`src/common/npu_isa_pkg.sv`:
```
`default_nettype none

package npu_isa_pkg;

    // Field widths of the 80-bit instruction word
    localparam int WEIGHT_ADDR_W = 40;
    localparam int BUF_ADDR_W    = 24;
    localparam int ACC_ADDR_W    = 16;
    localparam int LEN_W         = 32;
    localparam int OP_W          = 8;
    localparam int INSTR_W       = 80;

    // Opcodes, every other byte value is illegal
    typedef enum logic [OP_W-1:0] {
        OP_LOAD_WEIGHT = 8'h08,
        OP_MATMUL      = 8'h20,
        OP_MATMUL_ACC  = 8'h22
    } op_t;

    // Weight tile load: opcode, weight buffer start, number of rows
    typedef struct packed {
        op_t                      op;
        logic [WEIGHT_ADDR_W-1:0] weight_addr;
        logic [LEN_W-1:0]         len;
    } weight_instr_t;

    // Matrix multiply: opcode, unified buffer start, accumulator start, beats
    typedef struct packed {
        op_t                   op;
        logic [BUF_ADDR_W-1:0] buf_addr;
        logic [ACC_ADDR_W-1:0] acc_addr;
        logic [LEN_W-1:0]      len;
    } matmul_instr_t;

    // Both views share the opcode in the top byte
    typedef union packed {
        weight_instr_t weight;
        matmul_instr_t matmul;
    } instr_u;

endpackage

`default_nettype wire

```
`src/common/npu_ctrl_pkg.sv`:
```
`default_nettype none

package npu_ctrl_pkg;

    import npu_isa_pkg::*;

    // Systolic rows addressable by the row select
    localparam int ROW_SEL_W = 5;

    // Weight buffer read stream towards the systolic array
    typedef struct packed {
        logic                     rd_en;
        logic [WEIGHT_ADDR_W-1:0] addr;
        logic [ROW_SEL_W-1:0]     row_sel;
        // Last row of a tile or of the whole load
        logic                     tile_done;
    } weight_ctrl_t;

    // Unified buffer read and accumulator write stream
    typedef struct packed {
        logic                  rd_en;
        logic [BUF_ADDR_W-1:0] buf_addr;
        logic [ACC_ADDR_W-1:0] acc_addr;
        // Add onto the accumulator contents instead of overwriting
        logic                  accumulate;
        // First beat of an instruction only
        logic                  activate;
    } mm_ctrl_t;

endpackage

`default_nettype wire

```
`src/rtl/npu_load_counter.sv`:
```
`default_nettype none

module npu_load_counter #(
    parameter int COUNTER_WIDTH = 32
) (
    input  wire logic                     clk_i,
    input  wire logic                     rstn_i,
    input  wire logic                     enable_i,
    input  wire logic                     load_i,
    input  wire logic [COUNTER_WIDTH-1:0] start_val_i,
    output logic      [COUNTER_WIDTH-1:0] count_val_o
);

    // Constant addend used while counting
    localparam logic [COUNTER_WIDTH-1:0] ONE = COUNTER_WIDTH'(1);

    // First stage of the addend pipe
    logic [COUNTER_WIDTH-1:0] pipe_d;
    logic [COUNTER_WIDTH-1:0] pipe_q;
    // Addend register directly in front of the adder
    logic [COUNTER_WIDTH-1:0] addend_q;
    logic [COUNTER_WIDTH-1:0] sum;
    logic [COUNTER_WIDTH-1:0] count_q;
    // Delayed load, clears the count one edge after load_i
    logic                     load_q;

    // Start value on a load, otherwise count by one
    assign pipe_d = load_i ? start_val_i : ONE;

    // Wide adder, both operands come straight from registers
    assign sum = count_q + addend_q;

    assign count_val_o = count_q;

    always_ff @(posedge clk_i or negedge rstn_i) begin
        if (!rstn_i) begin
            pipe_q   <= '0;
            addend_q <= '0;
            load_q   <= 1'b0;
        end else if (enable_i) begin
            pipe_q   <= pipe_d;
            addend_q <= pipe_q;
            load_q   <= load_i;
        end
    end

    // Count register
    // The clear follows load_q even in a stalled cycle, the add waits for enable
    always_ff @(posedge clk_i or negedge rstn_i) begin
        if (!rstn_i) begin
            count_q <= '0;
        end else if (load_q) begin
            count_q <= '0;
        end else if (enable_i) begin
            // Start value lands here on the edge after the clear
            count_q <= sum;
        end
    end

endmodule

`default_nettype wire

```
`src/rtl/npu_instr_dispatch.sv`:
```
`default_nettype none

module npu_instr_dispatch
    import npu_isa_pkg::*;
(
    input  wire logic          clk_i,
    input  wire logic          rstn_i,
    input  wire logic          enable_i,
    input  wire instr_u        instr_i,
    input  wire logic          instr_en_i,
    input  wire logic          weight_busy_i,
    input  wire logic          mm_busy_i,
    output logic               weight_start_o,
    output weight_instr_t      weight_instr_o,
    output logic               mm_start_o,
    output matmul_instr_t      mm_instr_o,
    output logic               reject_o,
    output logic               illegal_o
);

    op_t  op;
    logic is_weight;
    logic is_mm;
    logic weight_accept;
    logic mm_accept;
    logic busy_hit;
    logic unknown_op;

    // Opcode sits in the same byte for both views
    assign op = instr_i.weight.op;

    always_comb begin
        is_weight = 1'b0;
        is_mm     = 1'b0;
        case (op)
            OP_LOAD_WEIGHT: is_weight = 1'b1;
            OP_MATMUL,
            OP_MATMUL_ACC:  is_mm     = 1'b1;
            default:        ;
        endcase
    end

    // Accept only into an idle unit, nothing is queued
    assign weight_accept = instr_en_i && is_weight && !weight_busy_i;
    assign mm_accept     = instr_en_i && is_mm && !mm_busy_i;

    // Legal opcode but its target still running
    assign busy_hit   = instr_en_i && ((is_weight && weight_busy_i) || (is_mm && mm_busy_i));
    assign unknown_op = instr_en_i && !is_weight && !is_mm;

    // One-cycle pulses, held as they are while stalled
    always_ff @(posedge clk_i or negedge rstn_i) begin
        if (!rstn_i) begin
            weight_start_o <= 1'b0;
            mm_start_o     <= 1'b0;
            reject_o       <= 1'b0;
            illegal_o      <= 1'b0;
        end else if (enable_i) begin
            weight_start_o <= weight_accept;
            mm_start_o     <= mm_accept;
            reject_o       <= busy_hit;
            illegal_o      <= unknown_op;
        end
    end

    // Decoded fields for the sequencers, valid alongside the start pulse
    always_ff @(posedge clk_i) begin
        if (enable_i && weight_accept) begin
            weight_instr_o <= instr_i.weight;
        end
        if (enable_i && mm_accept) begin
            mm_instr_o <= instr_i.matmul;
        end
    end

endmodule

`default_nettype wire

```
`src/weight_control/npu_weight_control.sv`:
```
`default_nettype none

module npu_weight_control
    import npu_isa_pkg::*;
    import npu_ctrl_pkg::*;
#(
    parameter int MATRIX_WIDTH = 14
) (
    input  wire logic          clk_i,
    input  wire logic          rstn_i,
    input  wire logic          enable_i,
    input  wire logic          start_i,
    input  wire weight_instr_t instr_i,
    output logic               busy_o,
    output weight_ctrl_t       ctrl_o
);

    // Row at which the row select wraps back to zero
    localparam logic [ROW_SEL_W-1:0] ROW_LAST = ROW_SEL_W'(MATRIX_WIDTH - 1);
    localparam logic [LEN_W-1:0]     LEN_ONE  = LEN_W'(1);

    logic [WEIGHT_ADDR_W-1:0] addr;
    // Start pulse delayed to line up with the counter output
    logic [1:0]               lead_q;
    // Rows still to be emitted
    logic [LEN_W-1:0]         rem_q;
    logic [ROW_SEL_W-1:0]     row_q;
    logic                     rd_en_q;
    logic                     busy_q;
    logic                     last_beat;

    // Address stream starting at the weight buffer address
    npu_load_counter #(
        .COUNTER_WIDTH(WEIGHT_ADDR_W)
    ) addr_cnt_inst (
        .clk_i       (clk_i),
        .rstn_i      (rstn_i),
        .enable_i    (enable_i),
        .load_i      (start_i),
        .start_val_i (instr_i.weight_addr),
        .count_val_o (addr)
    );

    assign last_beat = rd_en_q && (rem_q == LEN_ONE);

    always_ff @(posedge clk_i or negedge rstn_i) begin
        if (!rstn_i) begin
            lead_q  <= '0;
            rem_q   <= '0;
            row_q   <= '0;
            rd_en_q <= 1'b0;
            busy_q  <= 1'b0;
        end else if (enable_i) begin
            lead_q <= {lead_q[0], start_i};

            if (start_i) begin
                rem_q <= instr_i.len;
            end else if (rd_en_q) begin
                rem_q <= rem_q - LEN_ONE;
            end

            // Zero-length loads never go busy past the start cycle
            if (start_i) begin
                busy_q <= (instr_i.len != '0);
            end else if (last_beat) begin
                busy_q <= 1'b0;
            end

            // Counter shows the start address two edges after the load
            if (lead_q[1]) begin
                rd_en_q <= (rem_q != '0);
            end else if (last_beat) begin
                rd_en_q <= 1'b0;
            end

            if (start_i) begin
                row_q <= '0;
            end else if (rd_en_q) begin
                row_q <= (row_q == ROW_LAST) ? '0 : row_q + 1'b1;
            end
        end
    end

    // Start pulse counts as busy so a strobe right behind it is rejected
    assign busy_o = busy_q || start_i;

    assign ctrl_o.rd_en     = rd_en_q;
    assign ctrl_o.addr      = addr;
    assign ctrl_o.row_sel   = row_q;
    assign ctrl_o.tile_done = rd_en_q && ((row_q == ROW_LAST) || (rem_q == LEN_ONE));

endmodule

`default_nettype wire

```
`src/matmul_control/npu_matmul_control.sv`:
```
`default_nettype none

module npu_matmul_control
    import npu_isa_pkg::*;
    import npu_ctrl_pkg::*;
(
    input  wire logic          clk_i,
    input  wire logic          rstn_i,
    input  wire logic          enable_i,
    input  wire logic          start_i,
    input  wire matmul_instr_t instr_i,
    output logic               busy_o,
    output mm_ctrl_t           ctrl_o
);

    localparam logic [LEN_W-1:0] LEN_ONE = LEN_W'(1);

    logic [BUF_ADDR_W-1:0] buf_addr;
    logic [ACC_ADDR_W-1:0] acc_addr;
    // Start pulse delayed to match the counter latency
    logic [1:0]            lead_q;
    logic [LEN_W-1:0]      rem_q;
    logic                  rd_en_q;
    logic                  busy_q;
    // Accumulate mode latched from the opcode
    logic                  acc_q;
    // Marks the first beat of the current instruction
    logic                  first_q;
    logic                  last_beat;

    // Unified buffer read addresses
    npu_load_counter #(
        .COUNTER_WIDTH(BUF_ADDR_W)
    ) buf_cnt_inst (
        .clk_i       (clk_i),
        .rstn_i      (rstn_i),
        .enable_i    (enable_i),
        .load_i      (start_i),
        .start_val_i (instr_i.buf_addr),
        .count_val_o (buf_addr)
    );

    // Accumulator write addresses, same load so both advance in lockstep
    npu_load_counter #(
        .COUNTER_WIDTH(ACC_ADDR_W)
    ) acc_cnt_inst (
        .clk_i       (clk_i),
        .rstn_i      (rstn_i),
        .enable_i    (enable_i),
        .load_i      (start_i),
        .start_val_i (instr_i.acc_addr),
        .count_val_o (acc_addr)
    );

    assign last_beat = rd_en_q && (rem_q == LEN_ONE);

    always_ff @(posedge clk_i or negedge rstn_i) begin
        if (!rstn_i) begin
            lead_q  <= '0;
            rem_q   <= '0;
            rd_en_q <= 1'b0;
            busy_q  <= 1'b0;
            acc_q   <= 1'b0;
            first_q <= 1'b0;
        end else if (enable_i) begin
            lead_q <= {lead_q[0], start_i};

            if (start_i) begin
                rem_q <= instr_i.len;
                acc_q <= (instr_i.op == OP_MATMUL_ACC);
            end else if (rd_en_q) begin
                rem_q <= rem_q - LEN_ONE;
            end

            if (start_i) begin
                busy_q <= (instr_i.len != '0);
            end else if (last_beat) begin
                busy_q <= 1'b0;
            end

            // First beat lines up with the start address on both counters
            if (lead_q[1]) begin
                rd_en_q <= (rem_q != '0);
            end else if (last_beat) begin
                rd_en_q <= 1'b0;
            end

            first_q <= lead_q[1];
        end
    end

    // Busy from the start pulse on, so back-to-back strobes are rejected
    assign busy_o = busy_q || start_i;

    assign ctrl_o.rd_en      = rd_en_q;
    assign ctrl_o.buf_addr   = buf_addr;
    assign ctrl_o.acc_addr   = acc_addr;
    assign ctrl_o.accumulate = acc_q;
    assign ctrl_o.activate   = rd_en_q && first_q;

endmodule

`default_nettype wire

```
`src/rtl/npu_ctrl_top.sv`:
```
`default_nettype none

module npu_ctrl_top
    import npu_isa_pkg::*;
    import npu_ctrl_pkg::*;
#(
    parameter int MATRIX_WIDTH = 14
) (
    input  wire logic   clk_i,
    input  wire logic   rstn_i,
    input  wire logic   enable_i,
    input  wire instr_u instr_i,
    input  wire logic   instr_en_i,
    output weight_ctrl_t weight_ctrl_o,
    output mm_ctrl_t     mm_ctrl_o,
    output logic         weight_busy_o,
    output logic         mm_busy_o,
    output logic         reject_o,
    output logic         illegal_o
);

    // Dispatcher to sequencer handoff
    logic          weight_start;
    weight_instr_t weight_instr;
    logic          mm_start;
    matmul_instr_t mm_instr;

    npu_instr_dispatch dispatch_inst (
        .clk_i          (clk_i),
        .rstn_i         (rstn_i),
        .enable_i       (enable_i),
        .instr_i        (instr_i),
        .instr_en_i     (instr_en_i),
        .weight_busy_i  (weight_busy_o),
        .mm_busy_i      (mm_busy_o),
        .weight_start_o (weight_start),
        .weight_instr_o (weight_instr),
        .mm_start_o     (mm_start),
        .mm_instr_o     (mm_instr),
        .reject_o       (reject_o),
        .illegal_o      (illegal_o)
    );

    npu_weight_control #(
        .MATRIX_WIDTH(MATRIX_WIDTH)
    ) weight_ctrl_inst (
        .clk_i    (clk_i),
        .rstn_i   (rstn_i),
        .enable_i (enable_i),
        .start_i  (weight_start),
        .instr_i  (weight_instr),
        .busy_o   (weight_busy_o),
        .ctrl_o   (weight_ctrl_o)
    );

    npu_matmul_control mm_ctrl_inst (
        .clk_i    (clk_i),
        .rstn_i   (rstn_i),
        .enable_i (enable_i),
        .start_i  (mm_start),
        .instr_i  (mm_instr),
        .busy_o   (mm_busy_o),
        .ctrl_o   (mm_ctrl_o)
    );

endmodule

`default_nettype wire

```
`config.mk`:
```
export PLATFORM = sky130hd
export DESIGN_NAME = npu_ctrl_top
export DESIGN_NICKNAME = d
export VERILOG_FILES = /design/src/common/npu_isa_pkg.sv /design/src/common/npu_ctrl_pkg.sv /design/src/rtl/npu_load_counter.sv /design/src/rtl/npu_instr_dispatch.sv /design/src/weight_control/npu_weight_control.sv /design/src/matmul_control/npu_matmul_control.sv /design/src/rtl/npu_ctrl_top.sv
export SDC_FILE = /design/constraint.sdc
export NUM_CORES = 1
export LEC_CHECK = 0
export BUFFER_PORTS_ARGS = -buffer_cell sky130_fd_sc_hd__clkbuf_2
export CAP_MARGIN = 25
export CORE_ASPECT_RATIO = 0.8
export CORE_MARGIN = 8
export CORE_UTILIZATION = 40
export DETAILED_ROUTE_END_ITERATION = 10
export GPL_TIMING_DRIVEN = 0
export HOLD_SLACK_MARGIN = 0.08
export PLACE_DENSITY = 0.62
export SYNTH_ARGS = -nofsm -noshare
export SYNTH_HDL_FRONTEND = slang
export SYNTH_SLANG_ARGS = --single-unit
```
`constraint.sdc`:
```
create_clock -name clk_i -period 19.9 [get_ports clk_i]
set_input_delay 0.995 -clock clk_i [delete_from_list [all_inputs] [get_ports clk_i]]
set_output_delay 0.995 -clock clk_i [all_outputs]
set_load 0.05 [all_outputs]
```
==> key figures, run 1 <==
Clocking
  – Sinks on the clock net: 475
  – Number of buffers created by CTS: 49
  – CTS H-tree lvls: 2
  – Hold_buf cts: 0
  – Setup bufs post-CTS: 0
  – Total of cells resized after clock tree synthesis: 0
  – TritonCTS clock tree: built
  – Number of buffers between clock root and the deepest sink: 3
  – Source-to-sink clock delay at the later pin of the worst-skew pair: 590 ps
  – Clk root buf: clkbuf_16
  – Clock-pin slew on the worst setup and hold paths: 60 ps

Floorplan
  – Y dimension of the die: about 230 um
  – Core ar.: approximately 0.056 mm2
  – Horizontal extent of the die: between 200 and 300 um
  – I/O Pins: 178
  – Initial Utilization: around two fifths
  – Total number of placement rows: 78
  – Full die area: 0.0647 mm2

Drt
  – Via total after detailed routing: 17.2k
  – Detailed-router iteration count before antenna repair: 5
  – Avg WL per Cell: approximately 21 um
  – Remaining antenna violation count: 0
  – Starting DRT DRC Count: between 1k and 1.5k
  – Drt total wl: about 65 mm
  – Drt via density: 5.54
  – DR DRC count: 0

STA
  – Worst slew margin relative to its limit: between 20% and 30%
  – Number of pins exceeding their max-slew limit in the final report: 0
  – Unrepaired setup endpoints after global routing: false
  – Post-route clock period utilization: a little over a fifth
  – Setup total negative slack: 0 ps
  – Setup clock skew after layout: between 8 and 9 ps
  – Slew @ Worst Pin: approximately 1100 ps
  – Peak Freq: roughly 0.23 GHz
  – Hold violation total from the final report: 0
  – Final period demand of the worst path: 4340 ps
  – Count of endpoints failing setup in the final report: 0
  – Setup ws final: 15,560 ps

Power
  – Leak Pwr: ~0.012 uW
  – Worst supply voltage drop on vdd: between 0.07 and 0.08 mV
  – Power density over cell area: 111 mW/mm2

Synth
  – Most frequently used flop master after synthesis: dfrtp_1
  – Warnings, synthesis: 0
  – Area share of the largest cell type after synthesis: between 30% and 40%
  – Post-synth cell types: between 80 and 90
  – Synthesized area divided by synthesized cell count: 11.1 um2
  – EDFF count, synth: about 150
  – Library cell with the largest summed area after synthesis: dfrtp_1
  – Cell Area, Synth: roughly 0.023 mm2
  – Async SR Flop Fraction: just under 70%
  – Number of cells produced by synthesis: 2,049
  – Largest cells by area after synthesis: dfrtp_1 36%, edfxtp_1 20%, ha_1 4.7%, mux2_2 4.2%, o21ai_0 3.2%
  – Post-synthesis sequential area ratio: a little under three fifths
  – Flip-flop and latch count after synthesis: ~480
  – Nets in the synthesized netlist: 2,221

Critical path
  – Largest fanout on the critical path: 7
  – Kind of start point of the critical path: flop
  – Kind of critical path: reg -> out
  – CP Data Arrival Time: between 3000 and 4000 ps
  – Critical path endpoint category: primary output
  – R2R Path Start: weight_ctrl_inst.addr_cnt_inst.count_val_o[0]
  – R2R cell count: 11
  – Destination of the worst register-to-register timing path: weight_ctrl_inst.addr_cnt_inst.count_val_o[38]
  – Reg2Reg Setup Slack: 16,660 ps
  – Critical Path Start: weight_ctrl_inst.rem_q[16]
  – WP data required: 18,910 ps

Placed design
  – Instance area at placement: 0.0248 mm2
  – Detailed Place HPWL: 48.8 mm
  – Number of port buffers: 177
  – Minimum setup slack after placement: between 15,000 and 20,000 ps
  – RD Place Congestion: 0.894

Cells and area
  – Multi-input combinational cell area: between 0.009 and 0.01 mm2
  – Layout cell share with drive strength beyond 1: about 17%
  – End-of-flow core utilization: between 40% and 50%
  – Ant. Diodes: 0
  – Final standard cell area without fillers: 0.0265 mm2
  – # nets final: roughly 2.5k
  – Fillcell total: about 5.3k
  – Area added between synthesis and finish: 16.6%
  – Flip-flop and latch area: around 0.013 mm2

Global routing
  – Leftover overflow at the end of global routing: 0
  – Wire length of the first global-routing pass: ~99 mm
  – Maximum number of pins on one net before global-route repair: between 100 and 150
  – Total routing resource utilization after global routing: 19.6%
  – Vias in the first global route: approximately 17k
  – Initial antenna violation count: 0

Status
  – Outcome: finished, final reports clean

Run
  – Number of max-cap violations: 0

Hold path
  – Hold crit path type: in -> async
==> through the flow <==
step / std cells / hold WS [ps] / power, uW
after global placement: 2986 / 459 / 1980
after global routing: 3095 / 306 / 3070
after floorplan: 2049 / 441 / 1770
final: 3095 / 300 / 2930
after CTS: 3095 / 293 / 2960
after detailed placement: 3003 / 459 / 2000
==> power breakdown <==
group	leakage, uW	total, uW	internal, uW	switching [uW]
Combinational	0.00529	795	235	560
Sequential	0.00568	1180	1090	89.6
Clock	0.000812	955	553	401
==> critical path: stages, from the launching register on <==
cell and delay, ps:
dfrtp_1 450, or3_4 410, nor3_2 160, nand2b_1 120, or4_4 460, nor3_2 230
and3_1 270, nand2_1 70, a21boi_0 240, clkbuf_2 330
==> cell families after synthesis <==
logic type,synth area share (%)
adder cells (fa/ha/maj),4.95
XOR/XNOR,2.31
flip-flops,55.7
AO/OA/AOI/OAI,14.0
AND/OR/NAND/NOR,12.4
buffers and inverters,3.46
multiplexers,7.17
==> cell type report <==
class                   instances  share of cell area, %
flip-flops and latches        475                   47.8
multi-input cells            1368                   35.1
clock buffers                  61                   4.99
repair buffers                194                   4.30
well taps                     760                   3.59
inverters                     107                   1.52
plain buffers                  99                   1.45
clock inverters                31                   1.29
==> synth_stat cells, types with 17 or more instances <==
master / n
ha_1: 85
or3_1: 19
nor2_1: 151
a21oi_1: 122
o22ai_1: 48
inv_1: 106
mux2_2: 84
dfrtp_1: 323
xor2_1: 18
o21ai_0: 146
a21o_1: 52
nand2_1: 101
nor3_1: 41
nand3_1: 129
clkbuf_1: 86
edfxtp_1: 152
nor4_1: 27
mux2i_1: 67
a211oi_1: 17
xnor2_1: 42
==> sequential cells by signal, summed over array words and instances (netlist names), 32 cells and up <==
register                                    count
dispatch_inst.mm_instr_o                       80
dispatch_inst.weight_instr_o                   72
mm_ctrl_inst.rem_q                             32
weight_ctrl_inst.addr_cnt_inst.addend_q        40
weight_ctrl_inst.addr_cnt_inst.count_val_o     40
weight_ctrl_inst.addr_cnt_inst.pipe_q          40
weight_ctrl_inst.rem_q                         32
==> worst max path at each step <==
stage / endpoint / cells past startpoint
floorplan: dispatch_inst.mm_instr_o[0] / 4
global placement: dispatch_inst.mm_instr_o[36] / 5
detailed placement: dispatch_inst.weight_instr_o[38] / 8
CTS: weight_ctrl_o[0] / 9
global route: weight_ctrl_o[0] / 9
finish: weight_ctrl_o[0] / 9
==> cell usage in the layout, fill, tap and decap left out, drive strengths merged, types with 85 or more instances in the layout <==
cell type  instances
inv              110
mux2              85
nor2             152
a21oi            124
clkbuf           324
dfrtp            323
ha                85
edfxtp           152
nand2            101
nand3            129
o21ai            156
==> metal layers <==
metal  track usage [%]  vias to the layer above  share of wire (%)  wire length, um
li1                  -                     8000                  -                -
met1              27.0                     8496                 44            28600
met2              31.3                      548                 46            29800
met3              4.10                      109                7.1             4600
met4              5.42                        0                2.6             1710
met5                 0                        -                  0                0
No activity file was read; power rests on OpenSTA's default activity.
==> inputs of run 2 (changes only) <==
ABC_AREA = 1   (was not set)
PLACE_DENSITY = 0.64   (was 0.62)
clock period = 3.5 ns   (was 19.9 ns; I/O delays follow)
==> key figures, run 2 <==
Synth
  – Top cells by instance count after synthesis: 866 x nand2_1, 323 x dfrtp_1, 252 x inv_1
  – Post-synthesis sequential area ratio: between 50% and 60%
  – Cell Area, Synth: about 0.024 mm2
  – EDFF count, synth: between 150 and 200
  – Library cell with the largest summed area after synthesis: dfrtp_1
  – Most frequent cell after synthesis: nand2_1
  – Area share of the largest cell type after synthesis: about a third
  – Synthesized area divided by synthesized cell count: 8.66 um2
  – Number of cells produced by synthesis: ~2.8k
  – Warnings, synthesis: 0
  – Flip-flop and latch count after synthesis: ~480
  – Largest cells by area after synthesis: dfrtp_1 34%, edfxtp_1 19%, nand2_1 14%, ha_1 4.4%, inv_1 3.9%
  – Post-synth cell types: 57
  – Most frequently used flop master after synthesis: dfrtp_1
  – Async SR Flop Fraction: roughly two thirds
  – Nets in the synthesized netlist: approximately 2.9k

Drt
  – Starting DRT DRC Count: roughly 1.9k
  – Remaining antenna violation count: 0
  – Avg WL per Cell: between 15 and 20 um
  – Drt total wl: 72.1 mm
  – Via total after detailed routing: approximately 20k
  – Detailed-router iteration count before antenna repair: 6
  – Drt via density: between 5 and 6
  – DR DRC count: 0

Critical path
  – R2R cell count: 12
  – Kind of start point of the critical path: flop
  – Critical path endpoint category: primary output
  – Kind of critical path: reg -> out
  – R2R Path Start: weight_ctrl_inst.addr_cnt_inst.count_val_o[0]
  – Reg2Reg Setup Slack: ~1000 ps
  – CP Data Arrival Time: ~2500 ps
  – Largest fanout on the critical path: 5
  – Destination of the worst register-to-register timing path: weight_ctrl_inst.addr_cnt_inst.count_val_o[38]
  – WP data required: approximately 3300 ps

Global routing
  – GR Layer Usage met2: about 33%
  – Leftover overflow at the end of global routing: 0
  – Met1 usage: between 20% and 30%
  – Total routing resource utilization after global routing: between 20% and 30%
  – GR peak layer: met2
  – Vias in the first global route: between 15k and 20k
  – Wire length of the first global-routing pass: roughly 110 mm
  – Met3 usage in global routing: roughly 4.1%
  – Initial antenna violation count: 9
  – Maximum number of pins on one net before global-route repair: between 100 and 150

Status
  – Outcome: finished, final reports clean

Clocking
  – Sinks on the clock net: 475
  – Source-to-sink clock delay at the later pin of the worst-skew pair: 610 ps
  – CTS H-tree lvls: 2
  – Total of cells resized after clock tree synthesis: 0
  – Number of buffers between clock root and the deepest sink: 3
  – Clk root buf: clkbuf_16
  – Setup bufs post-CTS: 0
  – Number of buffers created by CTS: slightly below 50
  – TritonCTS clock tree: built
  – Clock-pin slew on the worst setup and hold paths: 70 ps

STA
  – Setup clock skew after layout: 29.8 ps
  – Worst slew margin relative to its limit: ~37%
  – Count of endpoints failing setup in the final report: 0
  – Hold violation total from the final report: 0
  – Post-route clock period utilization: between 70 and 80%
  – Number of pins exceeding their max-slew limit in the final report: 0
  – Peak Freq: 0.378 GHz
  – Unrepaired setup endpoints after global routing: false
  – Final period demand of the worst path: around 2600 ps
  – Slew @ Worst Pin: ~950 ps
  – Post-route worst hold slack: between 80 and 90 ps

Power
  – Sequential Power Share: 44.0%
  – Total Power Consumption: 14,900 uW
  – Clk network pwr share: around a third
  – Power density over cell area: around 520 mW/mm2
  – Net switching power: just under 5000 uW
  – Int Pwr: approximately 10,000 uW
  – Combinational power share: a little over a fifth
  – Worst supply voltage drop on vdd: 0.379 mV
  – Leak Pwr: roughly 0.014 uW
  – Switching portion of total power: 32.8%

Floorplan
  – Y dimension of the die: approximately 240 um
  – Initial Utilization: between 40% and 50%
  – Core ar.: a little under 0.06 mm2
  – Total number of placement rows: 80
  – I/O Pins: between 150 and 200
  – Full die area: 0.0681 mm2
  – Horizontal extent of the die: ~290 um

Placed design
  – Number of port buffers: ~180
  – Detailed Place HPWL: between 50 and 60 mm
  – RD Place Congestion: 0.922

Cells and area
  – Most frequent standard cell in the layout excluding fill and tap cells: nand2_1
  – Top library cells by usage in the layout, fill and taps aside: 866 x nand2_1, 323 x dfrtp_1, 252 x inv_1
  – # nets final: 3,263
  – Register ranked first by flip-flop count: dispatch_inst.mm_instr_o
  – Area added between synthesis and finish: 19.3%
  – Regs by FF count: dispatch_inst.mm_instr_o (80), dispatch_inst.weight_instr_o (72)
  – Max FFs per register: 80
  – Fillcell total: roughly 5.7k
  – Layout cell share with drive strength beyond 1: between 10 and 15%

Run
  – Number of max-cap violations: 0

Hold path
  – Hold crit path type: in -> async
[run 2: changes by cell type in the layout (fill, tap and decap cells not counted), sizes merged, moves of 20 or more]
cell         previous run  this run
nand2                 101       877
a22o                    7        60
a21o                   52         4
o21ai                 156       220
dlygate4sd3             0        83
mux2                   85         0
inv                   110       267
clkbuf                324       291
o22ai                  48        11
nor2                  152       237
mux2i                  67         2
a21oi                 124       102
or3                    20         0
[run 2: through the flow]
step / setup WS, ps / std cells / util (%) / TNS [ps] / cell area, um2
6_report: 852 / 3917 / 48.1 / 0 / 28600
5_1_grt: 671 / 3912 / 48.1 / 0 / 28600
4_1_cts: 834 / 3911 / 48.1 / 0 / 28600
3_5_place_dp: 776 / 3736 / 44.0 / 0 / 26200
3_3_place_gp: -5140 / 3724 / 43.5 / -1760610 / 25900
2_1_floorplan: 202 / 2768 / - / 0 / 24000
[run 2: kinds of logic after synthesis]
kind of cell / share of synthesized area, %
compound gates: 10.7
xor+xnor: 2.08
fa+ha+maj: 4.68
buf+inv: 5.61
flops: 52.7
mux: 0.0835
simple gates: 24.1
[run 2: power groups by stage]
stage	registers, uW	clock network [uW]	logic [uW]
2_1_floorplan	6700	0	2110
3_3_place_gp	6660	0	2960
3_5_place_dp	6660	0	3020
4_1_cts	6560	5360	3110
5_1_grt	6620	5570	3520
6_report	6570	5260	3110
[run 2: per-layer routing]
metal / wire [um] / vias up
li1: - / 9854
met1: 32500 / 9465
met2: 32400 / 601
met3: 5470 / 110
met4: 1680 / 4
met5: 27 / -
[run 2: layout make-up]
class                      instances  area, um2  area share, %
tap                              779        975           3.41
inverter                         265        995           3.48
sequential                       475      12600           44.2
multi-input combinational       1949      10000           35.0
clock inverter                    33        305           1.07
clock buffer                      59       1280           4.49
buffer                            79        352           1.23
timing repair buffer             272       2030           7.10
antenna                            6       15.0         0.0525
[run 2: worst max-delay path by stage]
stage	startpoint	end	slack, ps
floorplan	dispatch_inst.mm_start_o	dispatch_inst.mm_instr_o[0]	200
global placement	rstn_i	weight_ctrl_inst.rem_q[26]	-5140
detailed placement	instr_i[79]	dispatch_inst.mm_instr_o[26]	780
CTS	weight_ctrl_inst.rem_q[8]	weight_ctrl_o[0]	830
global route	weight_ctrl_inst.rem_q[8]	weight_ctrl_o[0]	670
finish	weight_ctrl_inst.rem_q[14]	weight_ctrl_o[0]	850
[run 2: what timing repair did]
action                     CTS  global route
hold endpoints to repair   277             0
hold buffers                83             0
setup endpoints to repair    0             0
[run 2: critical path: stages, from the launching register on]
cell and delay (ps):
dfrtp_1 430, nor2_1 190, nand2_1 100, nor2_2 310, nand3_1 150, nor3_1 220
nand2_1 70, o21ai_0 90, clkbuf_2 320
